**config.mk**
```make
export PLATFORM = sky130hd
export DESIGN_NAME = dram_sequencer
export DESIGN_NICKNAME = d
export VERILOG_FILES = /design/src/zmem_pkg.sv /design/src/dram_sequencer.sv
export SDC_FILE = /design/constraint.sdc
export NUM_CORES = 1
export LEC_CHECK = 0
export BUFFER_PORTS_ARGS = -buffer_cell sky130_fd_sc_hd__buf_4
export CAP_MARGIN = 20
export CORE_UTILIZATION = 44
export CTS_CLUSTER_SIZE = 16
export DETAILED_ROUTE_END_ITERATION = 12
export PLACE_DENSITY = 0.75
export SETUP_SLACK_MARGIN = 0.05
export SLEW_MARGIN = 25
export SYNTH_ARGS = -nofsm -noshare
export SYNTH_HDL_FRONTEND = slang
export SYNTH_SLANG_ARGS = --single-unit
export TNS_END_PERCENT = 10
```
**constraint.sdc**
```tcl
create_clock -name fclk -period 2 [get_ports fclk]
set_input_delay 0.1 -clock fclk [delete_from_list [all_inputs] [get_ports fclk]]
set_output_delay 0.1 -clock fclk [all_outputs]
set_load 0.1 [all_outputs]
```
**src/zmem_pkg.sv**
```systemverilog
package zmem_pkg;

	// cpu side data byte and address
	typedef logic [7:0]  byte_t;
	typedef logic [15:0] zaddr_t;

	// dram data word, two byte lanes
	typedef logic [15:0] word_t;

	// 16k page number, one per window
	typedef logic [7:0]  page_t;

	// dram word address: page then za[13:1]
	typedef logic [20:0] dram_addr_t;

	// speed select
	// 00 is 3.5 MHz, 01 is 7 MHz, 1x is 14 MHz
	typedef logic [1:0]  turbo_t;

	// dram phases, one step per fclk
	typedef enum logic [1:0]
	{
		c0,
		c1,
		c2,
		c3
	} dram_phase_t;

	// one cpu word request to the sequencer
	typedef struct packed
	{
		logic       rnw;
		dram_addr_t addr;
		byte_t      wrdata;
		// high byte lane on write
		logic       wrbsel;
	} dram_req_t;

	// word address bits kept by the store
	// pages above 3 alias onto 0..3
	localparam int STORE_ADDR_BITS = 15;
	typedef logic [STORE_ADDR_BITS-1:0] store_addr_t;

	// full phase rounds between refresh slots
	localparam int REFRESH_PERIOD = 64;
	localparam int REFRESH_BITS = $clog2(REFRESH_PERIOD);
	typedef logic [REFRESH_BITS-1:0] refresh_cnt_t;

	// zclk half periods in fclk cycles
	localparam int ZCLK_HALF_14 = 2;
	localparam int ZCLK_HALF_7 = 4;
	localparam int ZCLK_HALF_35 = 8;

	// counter wide enough for the slowest half period
	localparam int ZCLK_CNT_BITS = $clog2(ZCLK_HALF_35);
	typedef logic [ZCLK_CNT_BITS-1:0] zclk_cnt_t;

endpackage

```
**src/dram_sequencer.sv**
```systemverilog
`timescale 1ns/1ns

module dram_sequencer import zmem_pkg::*;
(
	input  logic        fclk,
	input  logic        rst_n,
	output dram_phase_t phase,
	input  logic        req,
	input  dram_req_t   req_data,
	output logic        next,
	output logic        strobe,
	output word_t       rddata,
	output logic [1:0]  store_we,
	output store_addr_t store_addr,
	output word_t       store_wdata,
	input  word_t       store_rdata
);

	dram_phase_t  ph;
	refresh_cnt_t round_cnt;
	logic         accept;

	// accepted request and its pipeline
	dram_req_t acc;
	logic      wr_go;
	logic      rd_s1;
	logic      rd_s2;

	assign phase  = ph;
	assign accept = (ph == c3) && req && next;

	// phase rotation and round count,
	// round_cnt steps on each c3
	always_ff @(posedge fclk or negedge rst_n)
	begin
		if (!rst_n)
		begin
			ph        <= c0;
			round_cnt <= '0;
			next      <= 1'b0;
		end
		else
		begin
			ph <= dram_phase_t'(ph + 2'd1);
			if (ph == c3)
			begin
				if (round_cnt == refresh_cnt_t'(REFRESH_PERIOD - 1))
					round_cnt <= '0;
				else
					round_cnt <= round_cnt + 1'b1;
			end
			// block the c3 before the refresh round
			next <= !((ph == c2) && (round_cnt == refresh_cnt_t'(REFRESH_PERIOD - 1)));
		end
	end

	// request latch, held until the next acceptance
	always_ff @(posedge fclk)
	begin
		if (accept)
			acc <= req_data;
	end

	// write one cycle after acceptance,
	// read strobed three cycles after
	always_ff @(posedge fclk or negedge rst_n)
	begin
		if (!rst_n)
		begin
			wr_go  <= 1'b0;
			rd_s1  <= 1'b0;
			rd_s2  <= 1'b0;
			strobe <= 1'b0;
		end
		else
		begin
			wr_go  <= accept && !req_data.rnw;
			rd_s1  <= accept && req_data.rnw;
			rd_s2  <= rd_s1;
			strobe <= rd_s2;
		end
	end

	// store output is valid in rd_s2, hold it for the strobe
	always_ff @(posedge fclk)
	begin
		if (rd_s2)
			rddata <= store_rdata;
	end

	// upper page bits fall off here
	assign store_addr  = acc.addr[STORE_ADDR_BITS-1:0];
	// byte on both lanes, enable picks one
	assign store_wdata = {acc.wrdata, acc.wrdata};
	assign store_we    = wr_go ? (acc.wrbsel ? 2'b10 : 2'b01) : 2'b00;

endmodule

```
==> summary.md <==
| Metric | Value |
|---|---|
| DR vias | 1,251 |
| Tightest Pin Transition | 639 ps |
| Post-synth top area share | roughly 61% |
| Minimum clock period | ~1700 ps |
| CP delay by family, top | simple AND/OR/NAND/NOR gates |
| Final setup viols | 0 |
| Maximum VDD drop | 0.513 mV |
| Simple-gate share of the synthesized area | approximately 4.6% |
| WP buf/inv | 0 |
| Post-synth EDFFs | 40 |
| Multiplexer area fraction after synthesis | less than 1% |
| Reg clk slew, reported paths | around 90 ps |
| Via density | ~4.5 |
| Post-synthesis sequential area ratio | roughly 78% |
| Final hold slack | between 150 and 200 ps |
| Main flop type after synthesis | edfxtp_1 |
| Critical Path Fanout Max | 26 |
| Longest Clk Path Bufs | 2 |
| DRT antenna net count | 0 |
| Die ar. | roughly 4700 um^2 |
| CTS Root Cell | clkbuf_8 |
| Share of layout cells above drive strength 1 | a little under half |
| IO buf count | 96 |
| Crit path capture | store_addr[12] |
| Critical path class | register to register |
| Drt first pass iters | 4 |
| Reg-to-Reg End | store_addr[12] |
| RD Place Congestion | roughly 0.7 |
| Worst Hold Class | primary input to asynchronous set/reset pin |
| Layout area overhead | 54.8% |
| Vias in the first global route | between 1,000 and 1,500 |
| IO Count | ~100 |
| Net count after synthesis | approximately 170 |
| Final nets | 280 |
| Worst-Skew Late Latency | approximately 290 ps |
| 1st-iter DRT viols | 90 |
| Max Clock Freq | 0.596 GHz |
| Cell Pwr Density | between 600 and 700 nW/um^2 |
| DRC violations left | 0 |
| Routed wire per std cell | roughly 15 um |
| Outcome | complete, no violations |
| CTS tree | yes |
| Worst path slowest cell | and3_2 |
| Avg Inst Size Synth | 17.2 um^2 |
| Tcrit/Tclk final | a little over four fifths |
| Final wirelength | ~4100 um |
| Commonest cells in the netlist | edfxtp_1 (40), buf_4 (31), dfrtp_1 (13) |
| Pre-CTS setup slack | 316 ps |
| RSZ-0062 raised after global routing | no |
| Crit. End Element | register |
| CTS Buf Count | 5 |
| CP peak stage delay | slightly above 600 ps |
| Synth Area in XOR/XNOR | 1.79% |
| Core area | roughly 4100 um^2 |
| Final slew viol count | 0 |
| Post-synth top area cell | edfxtp_1 |
| Critical Path Start Type | register |
| Fillers | between 200 and 300 |
| Antenna violations before repair | 0 |
| Synth Cell Area | 1960 um^2 |
| Max-cap violations | 0 |
| Die Span Y | 68.7 um |
| Crit-path cells | ha_1 -> and3_2 |
| Register bit total from synthesis | 53 |
| Die X | 68.7 um |
| Initial Util | a little under half |
| Final hold violation count | 0 |
| Adder-cell share of the synthesized area | ~1.9% |
| Post-synth cell types | 20 |
| Crit. path cell count | 2 |
| Clock skew | 3.41 ps |
| GRT Total Usage | around a fifth |
| R2R cell count | 2 |
| Leakage power | 1.32 nW |
| Clock Sinks | 53 |
| CP startpoint | phase[1] |
| Top-count cell post-synth | edfxtp_1 |
| Grt total ovfl | 0 |
| Largest cells by area after synthesis | edfxtp_1 (61%), dfrtp_1 (17%), buf_4 (12%), ha_1 (1.9%), xnor2_1 (1.3%) |
| WP data required | roughly 1900 ps |
| FP Rows | 23 |
| Main combinational cell family by area after synthesis | buffers and inverters |
| Max_slew headroom | between 50% and 60% |
| Largest net degree at the start of global routing | 27 |
| H-tree Lvls | 2 |
| Final worst slack | 323 ps |
| Global-route wire length before repair | roughly 6000 um |
| Antenna cells | 0 |
| Synth Area in Compound Gates | less than 1% |
| Asr flop ratio synth | around 25% |
| Post-CTS Setup Inserts | 0 |
| R2R Path Start | phase[1] |
| Cells after synthesis | 114 |
| Yosys warning count | 0 |
| R2R Setup Slk | 320 ps |
| TNS Setup | 0 ps |
| DPL Wire Length | roughly 2800 um |
| Arrival @ worst endpoint | about 1600 ps |
## worst min path at each step
stage	startpoint	end	slack (ps)
after floorplan	rst_n	next	-200
after global placement	rst_n	round_cnt[1]	-50
after detailed placement	rst_n	round_cnt[1]	-50
after CTS	rst_n	round_cnt[1]	170
after global routing	rst_n	round_cnt[1]	190
final	rst_n	round_cnt[1]	180
## layout by cell type (no fill, tap or decap)
cell / count
a21oi_1: 1
and2_1: 2
and3_2: 1
buf_4: 96
bufinv_16: 1
clkbuf_8: 5
clkinv_2: 1
dfrtp_1: 11
dfrtp_2: 2
dlygate4sd3_1: 42
edfxtp_1: 40
ha_1: 3
inv_1: 3
mux2_2: 1
nand2_1: 3
nand3_1: 1
nand4_1: 2
nand4_2: 1
nor2_1: 3
nor2b_1: 2
o21ai_0: 1
or3_1: 1
xnor2_1: 3
xor2_1: 1
## per-layer routing
layer | wire (um) | GRT usage, %
met1 | 1390 | 18.9
met2 | 2390 | 36.5
met3 | 277 | 4.61
met4 | 92 | 7.65
met5 | 0 | 0
## cell type report
cell class	count	area, um^2	area share [%]
Timing Repair Buffer	138	1140	37.6
Inverter	3	11.3	0.371
Clock inverter	2	35.0	1.16
Clock buffer	5	68.8	2.27
Tap cell	50	62.6	2.06
Multi-Input combinational cell	26	185	6.11
Sequential cell	53	1530	50.4
## power by group
part           total, W  switching [W]  leakage [nW]  internal (W)
Sequential      0.00119     0.00000602         0.525       0.00119
Clock          0.000686       0.000322        0.0540      0.000364
Combinational  0.000137      0.0000318         0.738      0.000105
Total           0.00202       0.000360          1.32       0.00166
## cells by family after synthesis
family / Yosys count
AO/OA/AOI/OAI: 2
XOR/XNOR: 4
adder cells (fa/ha/maj): 3
buffers and inverters: 35
flip-flops: 53
multiplexers: 1
AND/OR/NAND/NOR: 16
## what timing repair did
item                      in CTS  in global routing
hold buffers                  42                  0
resized for setup              0                  0
hold endpoints to repair      54                  0
## flip-flops by register name, summed over array words and instances, names as in the netlist
register / cells
store_addr: 15
acc: 1
wr_go: 1
rd_s2: 1
phase: 2
round_cnt: 6
store_wdata: 8
rd_s1: 1
rddata: 16
strobe: 1
next: 1
## through the flow
stage / utilization (%) / power, W / instance area [um^2] / std cells
final: 73.2 / 0.00202 / 3030 / 277
after global placement: 60.5 / 0.00129 / 2510 / 228
after floorplan: - / 0.00122 / 1960 / 114
after global routing: 73.2 / 0.00208 / 3030 / 277
after detailed placement: 60.5 / 0.00129 / 2510 / 228
after CTS: 73.2 / 0.00203 / 3030 / 277
Power figures use the tool's default switching activity.
