### src/zmem_pkg.sv
package zmem_pkg;

	// cpu side data byte and address
	typedef logic [7:0]  byte_t;
	typedef logic [15:0] zaddr_t;

	// dram data word, two byte lanes
	typedef logic [15:0] word_t;

	// 16k page number, one per window
	typedef logic [7:0]  page_t;

	// dram word address: page then za[13:1]
	typedef logic [20:0] dram_addr_t;

	// speed select
	// 00 is 3.5 MHz, 01 is 7 MHz, 1x is 14 MHz
	typedef logic [1:0]  turbo_t;

	// dram phases, one step per fclk
	typedef enum logic [1:0]
	{
		c0,
		c1,
		c2,
		c3
	} dram_phase_t;

	// one cpu word request to the sequencer
	typedef struct packed
	{
		logic       rnw;
		dram_addr_t addr;
		byte_t      wrdata;
		// high byte lane on write
		logic       wrbsel;
	} dram_req_t;

	// word address bits kept by the store
	// pages above 3 alias onto 0..3
	localparam int STORE_ADDR_BITS = 15;
	typedef logic [STORE_ADDR_BITS-1:0] store_addr_t;

	// full phase rounds between refresh slots
	localparam int REFRESH_PERIOD = 64;
	localparam int REFRESH_BITS = $clog2(REFRESH_PERIOD);
	typedef logic [REFRESH_BITS-1:0] refresh_cnt_t;

	// zclk half periods in fclk cycles
	localparam int ZCLK_HALF_14 = 2;
	localparam int ZCLK_HALF_7 = 4;
	localparam int ZCLK_HALF_35 = 8;

	// counter wide enough for the slowest half period
	localparam int ZCLK_CNT_BITS = $clog2(ZCLK_HALF_35);
	typedef logic [ZCLK_CNT_BITS-1:0] zclk_cnt_t;

endpackage

### src/zclock_gen.sv
`timescale 1ns/1ns

module zclock_gen import zmem_pkg::*;
(
	input  logic   fclk,
	input  logic   rst_n,
	input  turbo_t turbo,
	input  logic   stall,
	output logic   zclk,
	output logic   zpos,
	output logic   zneg
);

	// fclk cycles left in the current half period
	zclk_cnt_t half_cnt;
	zclk_cnt_t reload;

	// reload value, one less than the half period
	// since the strobe cycle itself counts
	always_comb
	begin
		if (turbo[1])
			reload = zclk_cnt_t'(ZCLK_HALF_14 - 1);
		else if (turbo[0])
			reload = zclk_cnt_t'(ZCLK_HALF_7 - 1);
		else
			reload = zclk_cnt_t'(ZCLK_HALF_35 - 1);
	end

	// strobes are registered a cycle ahead of the edge,
	// zclk toggles at the end of the strobe cycle
	always_ff @(posedge fclk or negedge rst_n)
	begin
		if (!rst_n)
		begin
			zclk     <= 1'b0;
			zpos     <= 1'b0;
			zneg     <= 1'b0;
			// first rising edge comes early
			half_cnt <= zclk_cnt_t'(1);
		end
		else
		begin
			zpos <= 1'b0;
			zneg <= 1'b0;
			if (zpos || zneg)
			begin
				// edge taken, start next half period
				zclk     <= ~zclk;
				half_cnt <= reload;
			end
			else if (!stall && half_cnt != '0)
			begin
				half_cnt <= half_cnt - 1'b1;
				// last count, announce the coming edge
				if (half_cnt == zclk_cnt_t'(1))
				begin
					zpos <= ~zclk;
					zneg <= zclk;
				end
			end
			// stall freezes the count, zclk holds its level
		end
	end

endmodule

### config.mk
export PLATFORM = sky130hd
export DESIGN_NAME = zclock_gen
export DESIGN_NICKNAME = d
export VERILOG_FILES = /design/src/zmem_pkg.sv /design/src/zclock_gen.sv
export SDC_FILE = /design/constraint.sdc
export NUM_CORES = 1
export LEC_CHECK = 0
export BUFFER_PORTS_ARGS = -buffer_cell sky130_fd_sc_hd__buf_2
export CORE_AREA = 3 3 40 42
export DETAILED_ROUTE_END_ITERATION = 12
export DIE_AREA = 0 0 43 45
export GPL_TIMING_DRIVEN = 0
export HOLD_SLACK_MARGIN = 0.12
export PLACE_DENSITY_LB_ADDON = 0.1
export SKIP_CTS_REPAIR_TIMING = 1
export SLEW_MARGIN = 30
export SYNTH_ARGS = -nofsm -noshare
export SYNTH_HDL_FRONTEND = slang
export SYNTH_SLANG_ARGS = --single-unit
### constraint.sdc
create_clock -name fclk -period 3.4 [get_ports fclk]
set_input_delay 0.51 -clock fclk [delete_from_list [all_inputs] [get_ports fclk]]
set_output_delay 0.51 -clock fclk [all_outputs]
set_load 0.02 [all_outputs]
==> results of run 1 <==
[synth_stat cells]
library cell	count
a21o_1	1
or2_0	1
o21ai_1	1
dfstp_2	1
nor2_1	3
nand4_1	1
nand2_1	1
ha_1	3
inv_1	4
a21oi_1	1
nor3_1	2
mux2i_1	1
xnor2_1	2
dfrtp_1	5
nor2_4	1
o21ai_0	1
[flip-flops by register name, indices dropped and copies added, names as in the netlist]
signal and flops:
half_cnt 3, zclk 1, zneg 1, zpos 1
[worst register-to-register path, stage by stage (launching register included)]
cell	delay, ps
dfstp_2	540
inv_1	40
ha_1	190
ha_1	210
or2_0	250
a21oi_1	150
mux2i_1	80
[layer usage]
| layer | vias to the layer above | share of wire (%) | track usage [%] |
|---|---|---|---|
| met5 | - | 0 | 0 |
| met4 | 0 | 0 | 5.422 |
| met3 | 0 | 3.2 | 2.789 |
| met2 | 3 | 57 | 14.97 |
| met1 | 103 | 40 | 7.824 |
| li1 | 119 | - | - |
[how the worst max path moves through the flow]
| stage | depth (start not counted) | slack, ps | to |
|---|---|---|---|
| 2_1_floorplan | 6 | 1890 | half_cnt[1] |
| 3_3_place_gp | 6 | 1810 | half_cnt[1] |
| 3_5_place_dp | 6 | 1790 | half_cnt[1] |
| 4_1_cts | 6 | 1780 | half_cnt[1] |
| 5_1_grt | 6 | 1660 | half_cnt[2] |
| 6_report | 6 | 1810 | half_cnt[1] |
[power breakdown]
group | total, mW | internal [mW] | switching, mW
Combinational | 0.149 | 0.0676 | 0.0810
Sequential | 0.129 | 0.106 | 0.0229
Clock | 0.0703 | 0.0445 | 0.0258
Total | 0.348 | 0.218 | 0.130
[logic make-up (layout without fill, tap and decap cells)]
family / after synthesis / in the layout / synth area share, %
and+or+nand+nor: 9 / 9 / 16.12
DFF: 6 / 6 / 50.00
AOI/OAI and AO/OA: 4 / 4 / 7.434
buffers and inverters: 4 / 16 / 4.957
adders and majority gates: 3 / 3 / 12.40
xor gates and xnor gates: 2 / 2 / 5.786
muxes: 1 / 1 / 3.306
[final cells by class]
cell class	instances	area share (%)
Inverter	4	3.822
Sequential cell	6	38.53
Tap cell	15	4.777
Clock buffer	4	6.688
Timing Repair Buffer	8	11.46
Multi-Input combinational cell	19	34.71
==> impl_metrics.csv, run 1 <==
group,metric,value,unit
floorplanning,die_w,43,um
outcome,status,"complete, no violations",
sta,rsz0062_at_grt,"false",
min_path,holdCritStartpoint,"turbo[1]",
cells_and_area,multi_input_area,136.4,sq um
clock_tree,clk-insertion-delay-late,240,ps
routing,drt_wl_total,569,um
critical_path,reg2regPathDepth,6,
cells_and_area,nets,50,
clock_tree,numClockSinks,6,
critical_path,worstPathCellList,"inv_1 -> ha_1 -> ha_1 -> or2_0 -> a21oi_1 -> mux2i_1",
synth,synth_cells,29,
routing,wire_per_inst,10.16,um
critical_path,critical-path-top-delay-family,"flip-flops",
power_and_ir_drop,ir_drop,0.0002804,V
power_and_ir_drop,p_per_area,885.8,mW/mm^2
cells_and_area,nFillCells,141,
critical_path,startpoint,"half_cnt[0]",
place,placed_cells,51,
place,gp_congestion,0.6176,
cells_and_area,post-route-util,30.57,%
sta,period_share,46.77,%
synth,yosysTopAreaCellShare,41.32,%
critical_path,r2r_slack,1810,ps
global_routing,first_global_vias,261,
sta,finClkSkew,3.362,ps
synth,synth_cell_types,16,
synth,synth.net_count,37,
synth,synth_warnings,0,
critical_path,start_kind,"flip-flop",
clock_tree,clk_pin_slew_worst_paths,50,ps
cells_and_area,final_cell_mix,"7 x buf_2, 5 x dfrtp_1, 4 x inv_1",
synth,netlist_area,302.8,sq um
min_path,worstHoldEndpoint,"half_cnt[1]",
min_path,hold_path.class,"in2reg",
global_routing,grt_use_total,8.201,%
global_routing,grt_pass1_wl,1117,um
routing,drc,0,
sta,tns,0,ps
sta,clock.fmax,628.8,MHz
critical_path,crit_required,3520,ps
critical_path,r2r-end,"half_cnt[1]",
routing,viasPerCell,4.018,
critical_path,cp_max_fo,4,
cells_and_area,drive_above_1_share,29.27,%
place,portBuffers,7,
cells_and_area,final_cell_count_no_fill,56,
synth,synth-seq-cells,6,
critical_path,cp.arrival,1710,ps
routing,num_vias,225,
floorplanning,start_util,23.56,%
global_routing,overflow,0,
cells_and_area,area_growth,29.75,%
place,dp_hpwl,489.1,um
cells_and_area,ff_latch_area,151.4,sq um
sta,finalWorstSetupSlack,1810,ps
sta,final_hold_viol_count,0,
critical_path,cpPeakStageDelay,540,ps
floorplanning,die_y,45,um
critical_path,critPathCaptureType,"flip-flop",
clock_tree,root_buffer,"clkbuf_4",
global_routing,antenna_found_initial,0,
cells_and_area,final_common_cell,"buf_2",
floorplanning,dieArea,0.001935,sq mm
routing,drtIter0Drc,1,
floorplanning,core,0.001285,sq mm
min_path,holdPathStages,2,
critical_path,worstSetupPathType,"reg2reg",
sta,tightest_slew,178.1,ps
floorplanning,io_pins,8,
power_and_ir_drop,leakage,0.2109,nW
clock_tree,cts_made_buffers,3,
sta,setup_viol_count_final,0,
sta,relSlewSlack,88.10,%
routing,antenna_left,0,
job,cap_violations,0,
floorplanning,rows,13,
routing,dr.pass1.iters,2,
synth,ys_seq_area_share,50.00,%
place,pre_cts_slack,1787,ps
place,dpl_cell_area,356.6,sq um
clock_tree,cts_tree,"yes",
clock_tree,clockBufferDepth,2,
sta,drv_slew,0,
critical_path,path_buf_inv,1,
critical_path,rr_startpoint,"half_cnt[0]",
power_and_ir_drop,finalPower,348.0,uW
synth,synth_top_area_cell,"dfrtp_1",
sta,whs,459.3,ps
synth,yosys-top-cells-area,"dfrtp_1 41%, ha_1 12%, dfstp_2 8.7%, xnor2_1 5.8%, inv_1 5.0%",
clock_tree,htreeDepth,1,
cells_and_area,antenna_cells,0,
synth,syn_area_per_cell,10.44,sq um
critical_path,path_common_cell,"ha_1",
cells_and_area,final_cell_area,392.9,sq um
sta,fin_crit,1590,ps
critical_path,critPathSlowestCell,"dfstp_2",
global_routing,grt_max_degree,7,
No activity file was read; power rests on OpenSTA's default activity.
==> run 2: changes to the inputs <==
ABC_AREA = 1   (was unset)
clock period = 1.28 ns   (was 3.4 ns; I/O delays follow)
==> impl_metrics.csv, run 2 <==
group,metric,value,unit
outcome,status,"complete, but fails checks",
outcome,violations,"negative setup slack",
critical_path,critPathSlowestCell,"dfstp_2",
sta,final_hold_viol_count,0,
routing,num_vias,292,
synth,ys_seq_area_share,41.58,%
synth,syn_area_per_cell,8.669,sq um
critical_path,critical-path-top-delay-family,"flip-flops",
critical_path,crit_required,1420,ps
clock_tree,clockBufferDepth,2,
floorplanning,io_pins,8,
critical_path,cp_max_fo,3,
cells_and_area,largest_register_ffs,3,
synth,synth_top_area_cell,"dfrtp_1",
power_and_ir_drop,p_per_area,2312,mW/mm^2
clock_tree,root_buffer,"clkbuf_4",
sta,clock.fmax,752.1,MHz
cells_and_area,final_cell_mix,"7 x nand2_1, 7 x buf_2, 6 x inv_1",
cells_and_area,post-route-util,39.34,%
synth,synth.most_common_cell,"nand2_1",
synth,netlist_area,364.1,sq um
clock_tree,clk_pin_slew_worst_paths,40,ps
sta,rsz0062_at_grt,"true",
critical_path,rr_startpoint,"half_cnt[0]",
routing,drc,0,
global_routing,grt_use_total,9.556,%
clock_tree,numClockSinks,6,
synth,ys_top_cells_by_count,"9 x nand2_1, 7 x inv_1, 5 x dfrtp_1",
floorplanning,core,0.001285,sq mm
sta,setup_viol_count_final,2,
clock_tree,clk-insertion-delay-late,250,ps
synth,synth_edf_count,0,
place,placed_cells,64,
floorplanning,rows,13,
cells_and_area,final_cell_count_no_fill,71,
floorplanning,start_util,28.33,%
synth,yosys-top-cells-area,"dfrtp_1 34%, ha_1 10%, nand2_1 9.3%, dfstp_2 7.2%, inv_1 7.2%",
synth,synth_cell_types,17,
power_and_ir_drop,clkPwrFrac,16.5,%
floorplanning,die_w,43,um
cells_and_area,area_growth,38.83,%
sta,finClkSkew,0.1310,ps
cells_and_area,largest-register,"half_cnt",
critical_path,critPathCaptureType,"flip-flop",
routing,drt_wl_total,663,um
synth,synth_flop_cell,"dfrtp_1",
clock_tree,cts_made_buffers,3,
cells_and_area,nets,65,
critical_path,start_kind,"flip-flop",
synth,async_flop_share,100.0,%
min_path,holdCritStartpoint,"turbo[1]",
clock_tree,cts_tree,"yes",
routing,viasPerCell,4.113,
critical_path,cpPeakStageDelay,530,ps
power_and_ir_drop,p_int,682.9,uW
min_path,hold_path.class,"in2reg",
global_routing,antenna_found_initial,0,
critical_path,cp.arrival,1470,ps
sta,tightest_slew,159.5,ps
synth,synth.net_count,50,
global_routing,grt_max_degree,7,
synth,synth_warnings,0,
synth,synth_cells,42,
power_and_ir_drop,ir_drop,0.0009590,V
synth,yosysTopAreaCellShare,34.36,%
cells_and_area,drive_above_1_share,53.57,%
critical_path,path_buf_inv,3,
sta,period_share,103.9,%
global_routing,first_global_vias,270,
global_routing,grt_pass1_wl,1200,um
critical_path,startpoint,"half_cnt[0]",
synth,synth-seq-cells,6,
power_and_ir_drop,power_switching,485.7,uW
power_and_ir_drop,p_seq_share,29.0,%
floorplanning,dieArea,0.001935,sq mm
clock_tree,htreeDepth,1,
floorplanning,die_y,45,um
power_and_ir_drop,p_sw_share,41.56,%
sta,tns,-97.33,ps
routing,dr.pass1.iters,4,
sta,drv_slew,0,
place,portBuffers,7,
routing,antenna_left,0,
global_routing,overflow,0,
cells_and_area,antenna_cells,0,
sta,finalWorstSetupSlack,-49.60,ps
job,cap_violations,0,
critical_path,worstPathCellList,"inv_2 -> ha_4 -> ha_4 -> inv_2 -> nand2_2 -> nand2_2 -> clkinv_2 -> nand2_1 -> nand2_1",
sta,fin_crit,1330,ps
routing,drtIter0Drc,2,
power_and_ir_drop,pwr-share-comb,54.5,%
critical_path,worstSetupPathType,"reg2reg",
place,gp_congestion,0.6695,
place,pre_cts_slack,-57.72,ps
sta,relSlewSlack,89.37,%
place,dp_hpwl,515.7,um
routing,wire_per_inst,9.338,um
power_and_ir_drop,leakage,0.2624,nW
run 2: cell types whose count changed after synthesis, moves of 3 or more:
| cell | previous run | this run |
|---|---|---|
| inv_1 | 4 | 7 |
| inv_2 | 0 | 3 |
| nand2_1 | 1 | 9 |
| nor2_1 | 3 | 0 |
run 2: layer usage:
metal,GRT usage (%),up-vias,wire length (um)
met5,0,-,0
met1,9.582,124,281
met3,5.976,4,48
met2,12.57,9,306
met4,10.84,0,25
li1,-,155,-
run 2: cells by family after synthesis:
kind of cell | share of synthesized area, %
fa+ha+maj | 10.31
compound gates | 2.747
simple gates | 31.62
xor+xnor | 2.406
buf+inv | 11.34
flops | 41.58
run 2: worst paths after layout:
path | slack [ps] | end | cells after the start
max in group asynchronous | 780 | half_cnt[0] | 2
min reg2reg | 450 | zpos | 1
max | -50 | half_cnt[1] | 9
max reg2reg | -50 | half_cnt[1] | 9
min | 230 | half_cnt[1] | 4
min in group asynchronous | 280 | zclk | 2
run 2: power by group through the flow:
stage / Clock [mW] / Sequential, mW / Combinational (mW)
2_1_floorplan: 0 / 0.365 / 0.415
3_3_place_gp: 0 / 0.336 / 0.557
3_5_place_dp: 0 / 0.342 / 0.566
4_1_cts: 0.201 / 0.338 / 0.571
5_1_grt: 0.222 / 0.349 / 0.746
6_report: 0.193 / 0.338 / 0.637
run 2: tightest hold or removal path: cells and delay by family:
| kind | cells | cell delay, ps |
|---|---|---|
| and+or+nand+nor | 3 | 160 |
| buffers and inverters | 1 | 90 |
run 2: cell type report:
cell class              count  area (sq um)
fillers                   129         779.5
multi-input cells          25         206.4
flip-flops and latches      6         151.4
repair buffers             10         60.06
inverters                  11         42.54
clock buffers               4         26.28
well taps                  15         18.77
run 2: stage by stage:
| step | power, mW | instance area (sq um) | hold slack (ps) |
|---|---|---|---|
| 3_3_place_gp | 0.8931 | 444.2 | 17.94 |
| 4_1_cts | 1.110 | 470.5 | -254.2 |
| 5_1_grt | 1.318 | 505.5 | 244.4 |
| 6_report | 1.169 | 505.5 | 232.4 |
| 3_5_place_dp | 0.9080 | 444.2 | 18.67 |
| 2_1_floorplan | 0.7796 | 390.4 | -103.6 |
==> run 3: changes to the inputs <==
PLACE_DENSITY = 0.48   (was unset)
PLACE_DENSITY_LB_ADDON = unset   (was 0.1)
==> impl_metrics.csv, run 3 (synthesized netlist as in run 2, its figures left out) <==
group,metric,value,unit
cells_and_area,drive_above_1_share,52.73,%
global_routing,grt_use_total,7.963,%
critical_path,start_kind,"flip-flop",
clock_tree,clk_pin_slew_worst_paths,50,ps
place,dp_hpwl,489.7,um
global_routing,busiest_layer,"met2",
sta,finClkSkew,5.780,ps
routing,dr.pass1.iters,4,
global_routing,met1_usage,8.354,%
routing,drt_wl_total,602,um
place,portBuffers,7,
floorplanning,die_y,45,um
clock_tree,clk-insertion-delay-late,240,ps
cells_and_area,final_cell_mix,"7 x nand2_1, 7 x buf_2, 6 x inv_1",
routing,antenna_left,0,
sta,setup_viol_count_final,4,
sta,period_share,103.9,%
outcome,violations,"negative setup slack",
floorplanning,die_w,43,um
floorplanning,io_pins,8,
clock_tree,htreeDepth,1,
sta,tightest_slew,150.7,ps
cells_and_area,area_growth,36.77,%
global_routing,antenna_found_initial,0,
power_and_ir_drop,p_sw_share,41.41,%
global_routing,met2_usage,11.98,%
power_and_ir_drop,p_per_area,2253,mW/mm^2
place,pre_cts_slack,-57.73,ps
global_routing,use_met3,5.976,%
critical_path,cpPeakStageDelay,540,ps
sta,drv_slew,0,
critical_path,cp.arrival,1470,ps
critical_path,crit_required,1420,ps
power_and_ir_drop,pwr-share-comb,53.3,%
routing,num_vias,275,
sta,whs,239.8,ps
sta,rsz0062_at_grt,"true",
sta,finalWorstSetupSlack,-50.18,ps
critical_path,worstPathCellList,"inv_2 -> ha_4 -> ha_4 -> inv_2 -> nand2_2 -> nand2_2 -> clkinv_2 -> nand2_1 -> nand2_1",
critical_path,worstSetupPathType,"reg2reg",
critical_path,critical-path-top-delay-family,"flip-flops",
cells_and_area,largest_register_ffs,3,
cells_and_area,nets,64,
routing,wire_per_inst,8.600,um
place,gp_congestion,0.6571,
global_routing,first_global_vias,264,
global_routing,grt_pass1_wl,1048,um
routing,drtIter0Drc,5,
cells_and_area,antenna_cells,0,
critical_path,cp_max_fo,3,
global_routing,overflow,0,
sta,relSlewSlack,89.85,%
cells_and_area,nFillCells,134,
cells_and_area,post-route-util,38.75,%
power_and_ir_drop,power_switching,464.6,uW
clock_tree,cts_tree,"yes",
power_and_ir_drop,ir_drop,0.001120,V
job,cap_violations,0,
cells_and_area,largest-register,"half_cnt",
floorplanning,core,0.001285,sq mm
outcome,status,"complete, but fails checks",
critical_path,critPathSlowestCell,"dfstp_2",
power_and_ir_drop,p_int,657.4,uW
power_and_ir_drop,p_seq_share,30.3,%
min_path,hold_path.class,"in2reg",
critical_path,path_buf_inv,3,
power_and_ir_drop,leakage,0.2575,nW
global_routing,grt_max_degree,7,
clock_tree,root_buffer,"clkbuf_4",
clock_tree,clockBufferDepth,2,
sta,fin_crit,1330,ps
floorplanning,dieArea,0.001935,sq mm
routing,drc,0,
sta,final_hold_viol_count,0,
power_and_ir_drop,clkPwrFrac,16.4,%
sta,clock.fmax,751.8,MHz
critical_path,critPathCaptureType,"flip-flop",
routing,viasPerCell,3.929,
floorplanning,start_util,28.33,%
clock_tree,numClockSinks,6,
floorplanning,rows,13,
clock_tree,cts_made_buffers,3,
[run 3: per-stage QoR]
stage / power, mW / instance area (sq um) / TNS, ps / cells
floorplan: 0.7796 / 390.4 / 0 / 42
global placement: 0.8942 / 444.2 / -176.0 / 64
detailed placement: 0.8953 / 444.2 / -227.8 / 64
CTS: 1.093 / 470.5 / -263.1 / 68
global route: 1.249 / 498.0 / -395.3 / 70
finish: 1.122 / 498.0 / -100.1 / 70
[run 3: cell type report]
cell class | count | area (sq um) | area share (%)
Timing Repair Buffer | 9 | 52.55 | 10.55
Sequential cell | 6 | 151.4 | 30.40
Clock buffer | 4 | 26.28 | 5.276
Multi-Input combinational cell | 25 | 206.4 | 41.46
Inverter | 11 | 42.54 | 8.543
Tap cell | 15 | 18.77 | 3.769
[run 3: layer usage]
layer | vias to the layer above | wire [um]
met5 | - | 0
met4 | 0 | 0
met2 | 7 | 280
met1 | 117 | 269
li1 | 151 | -
met3 | 0 | 52
[run 3: path summary, 6_finish.rpt]
check / start / end / slack [ps] / cells past startpoint
max: half_cnt[0] / half_cnt[1] / -50 / 9
min: turbo[1] / half_cnt[1] / 240 / 4
max reg2reg: half_cnt[0] / half_cnt[1] / -50 / 9
min reg2reg: zclk / zpos / 460 / 1
max in group asynchronous: rst_n / half_cnt[0] / 750 / 2
min in group asynchronous: rst_n / zclk / 300 / 2
[run 3: worst register-to-register path, cell delays in order (launching register included)]
cell and delay [ps]:
dfstp_2 540, inv_2 50, ha_4 150, ha_4 160, inv_2 50, nand2_2 50
nand2_2 80, clkinv_2 60, nand2_1 50, nand2_1 40
[run 3: power by group through the flow]
stage	logic, mW	clock network (mW)	registers (mW)
floorplan	0.415	0	0.365
CTS	0.560	0.196	0.338
global route	0.695	0.204	0.350
detailed placement	0.555	0	0.341
finish	0.598	0.184	0.339
global placement	0.557	0	0.338
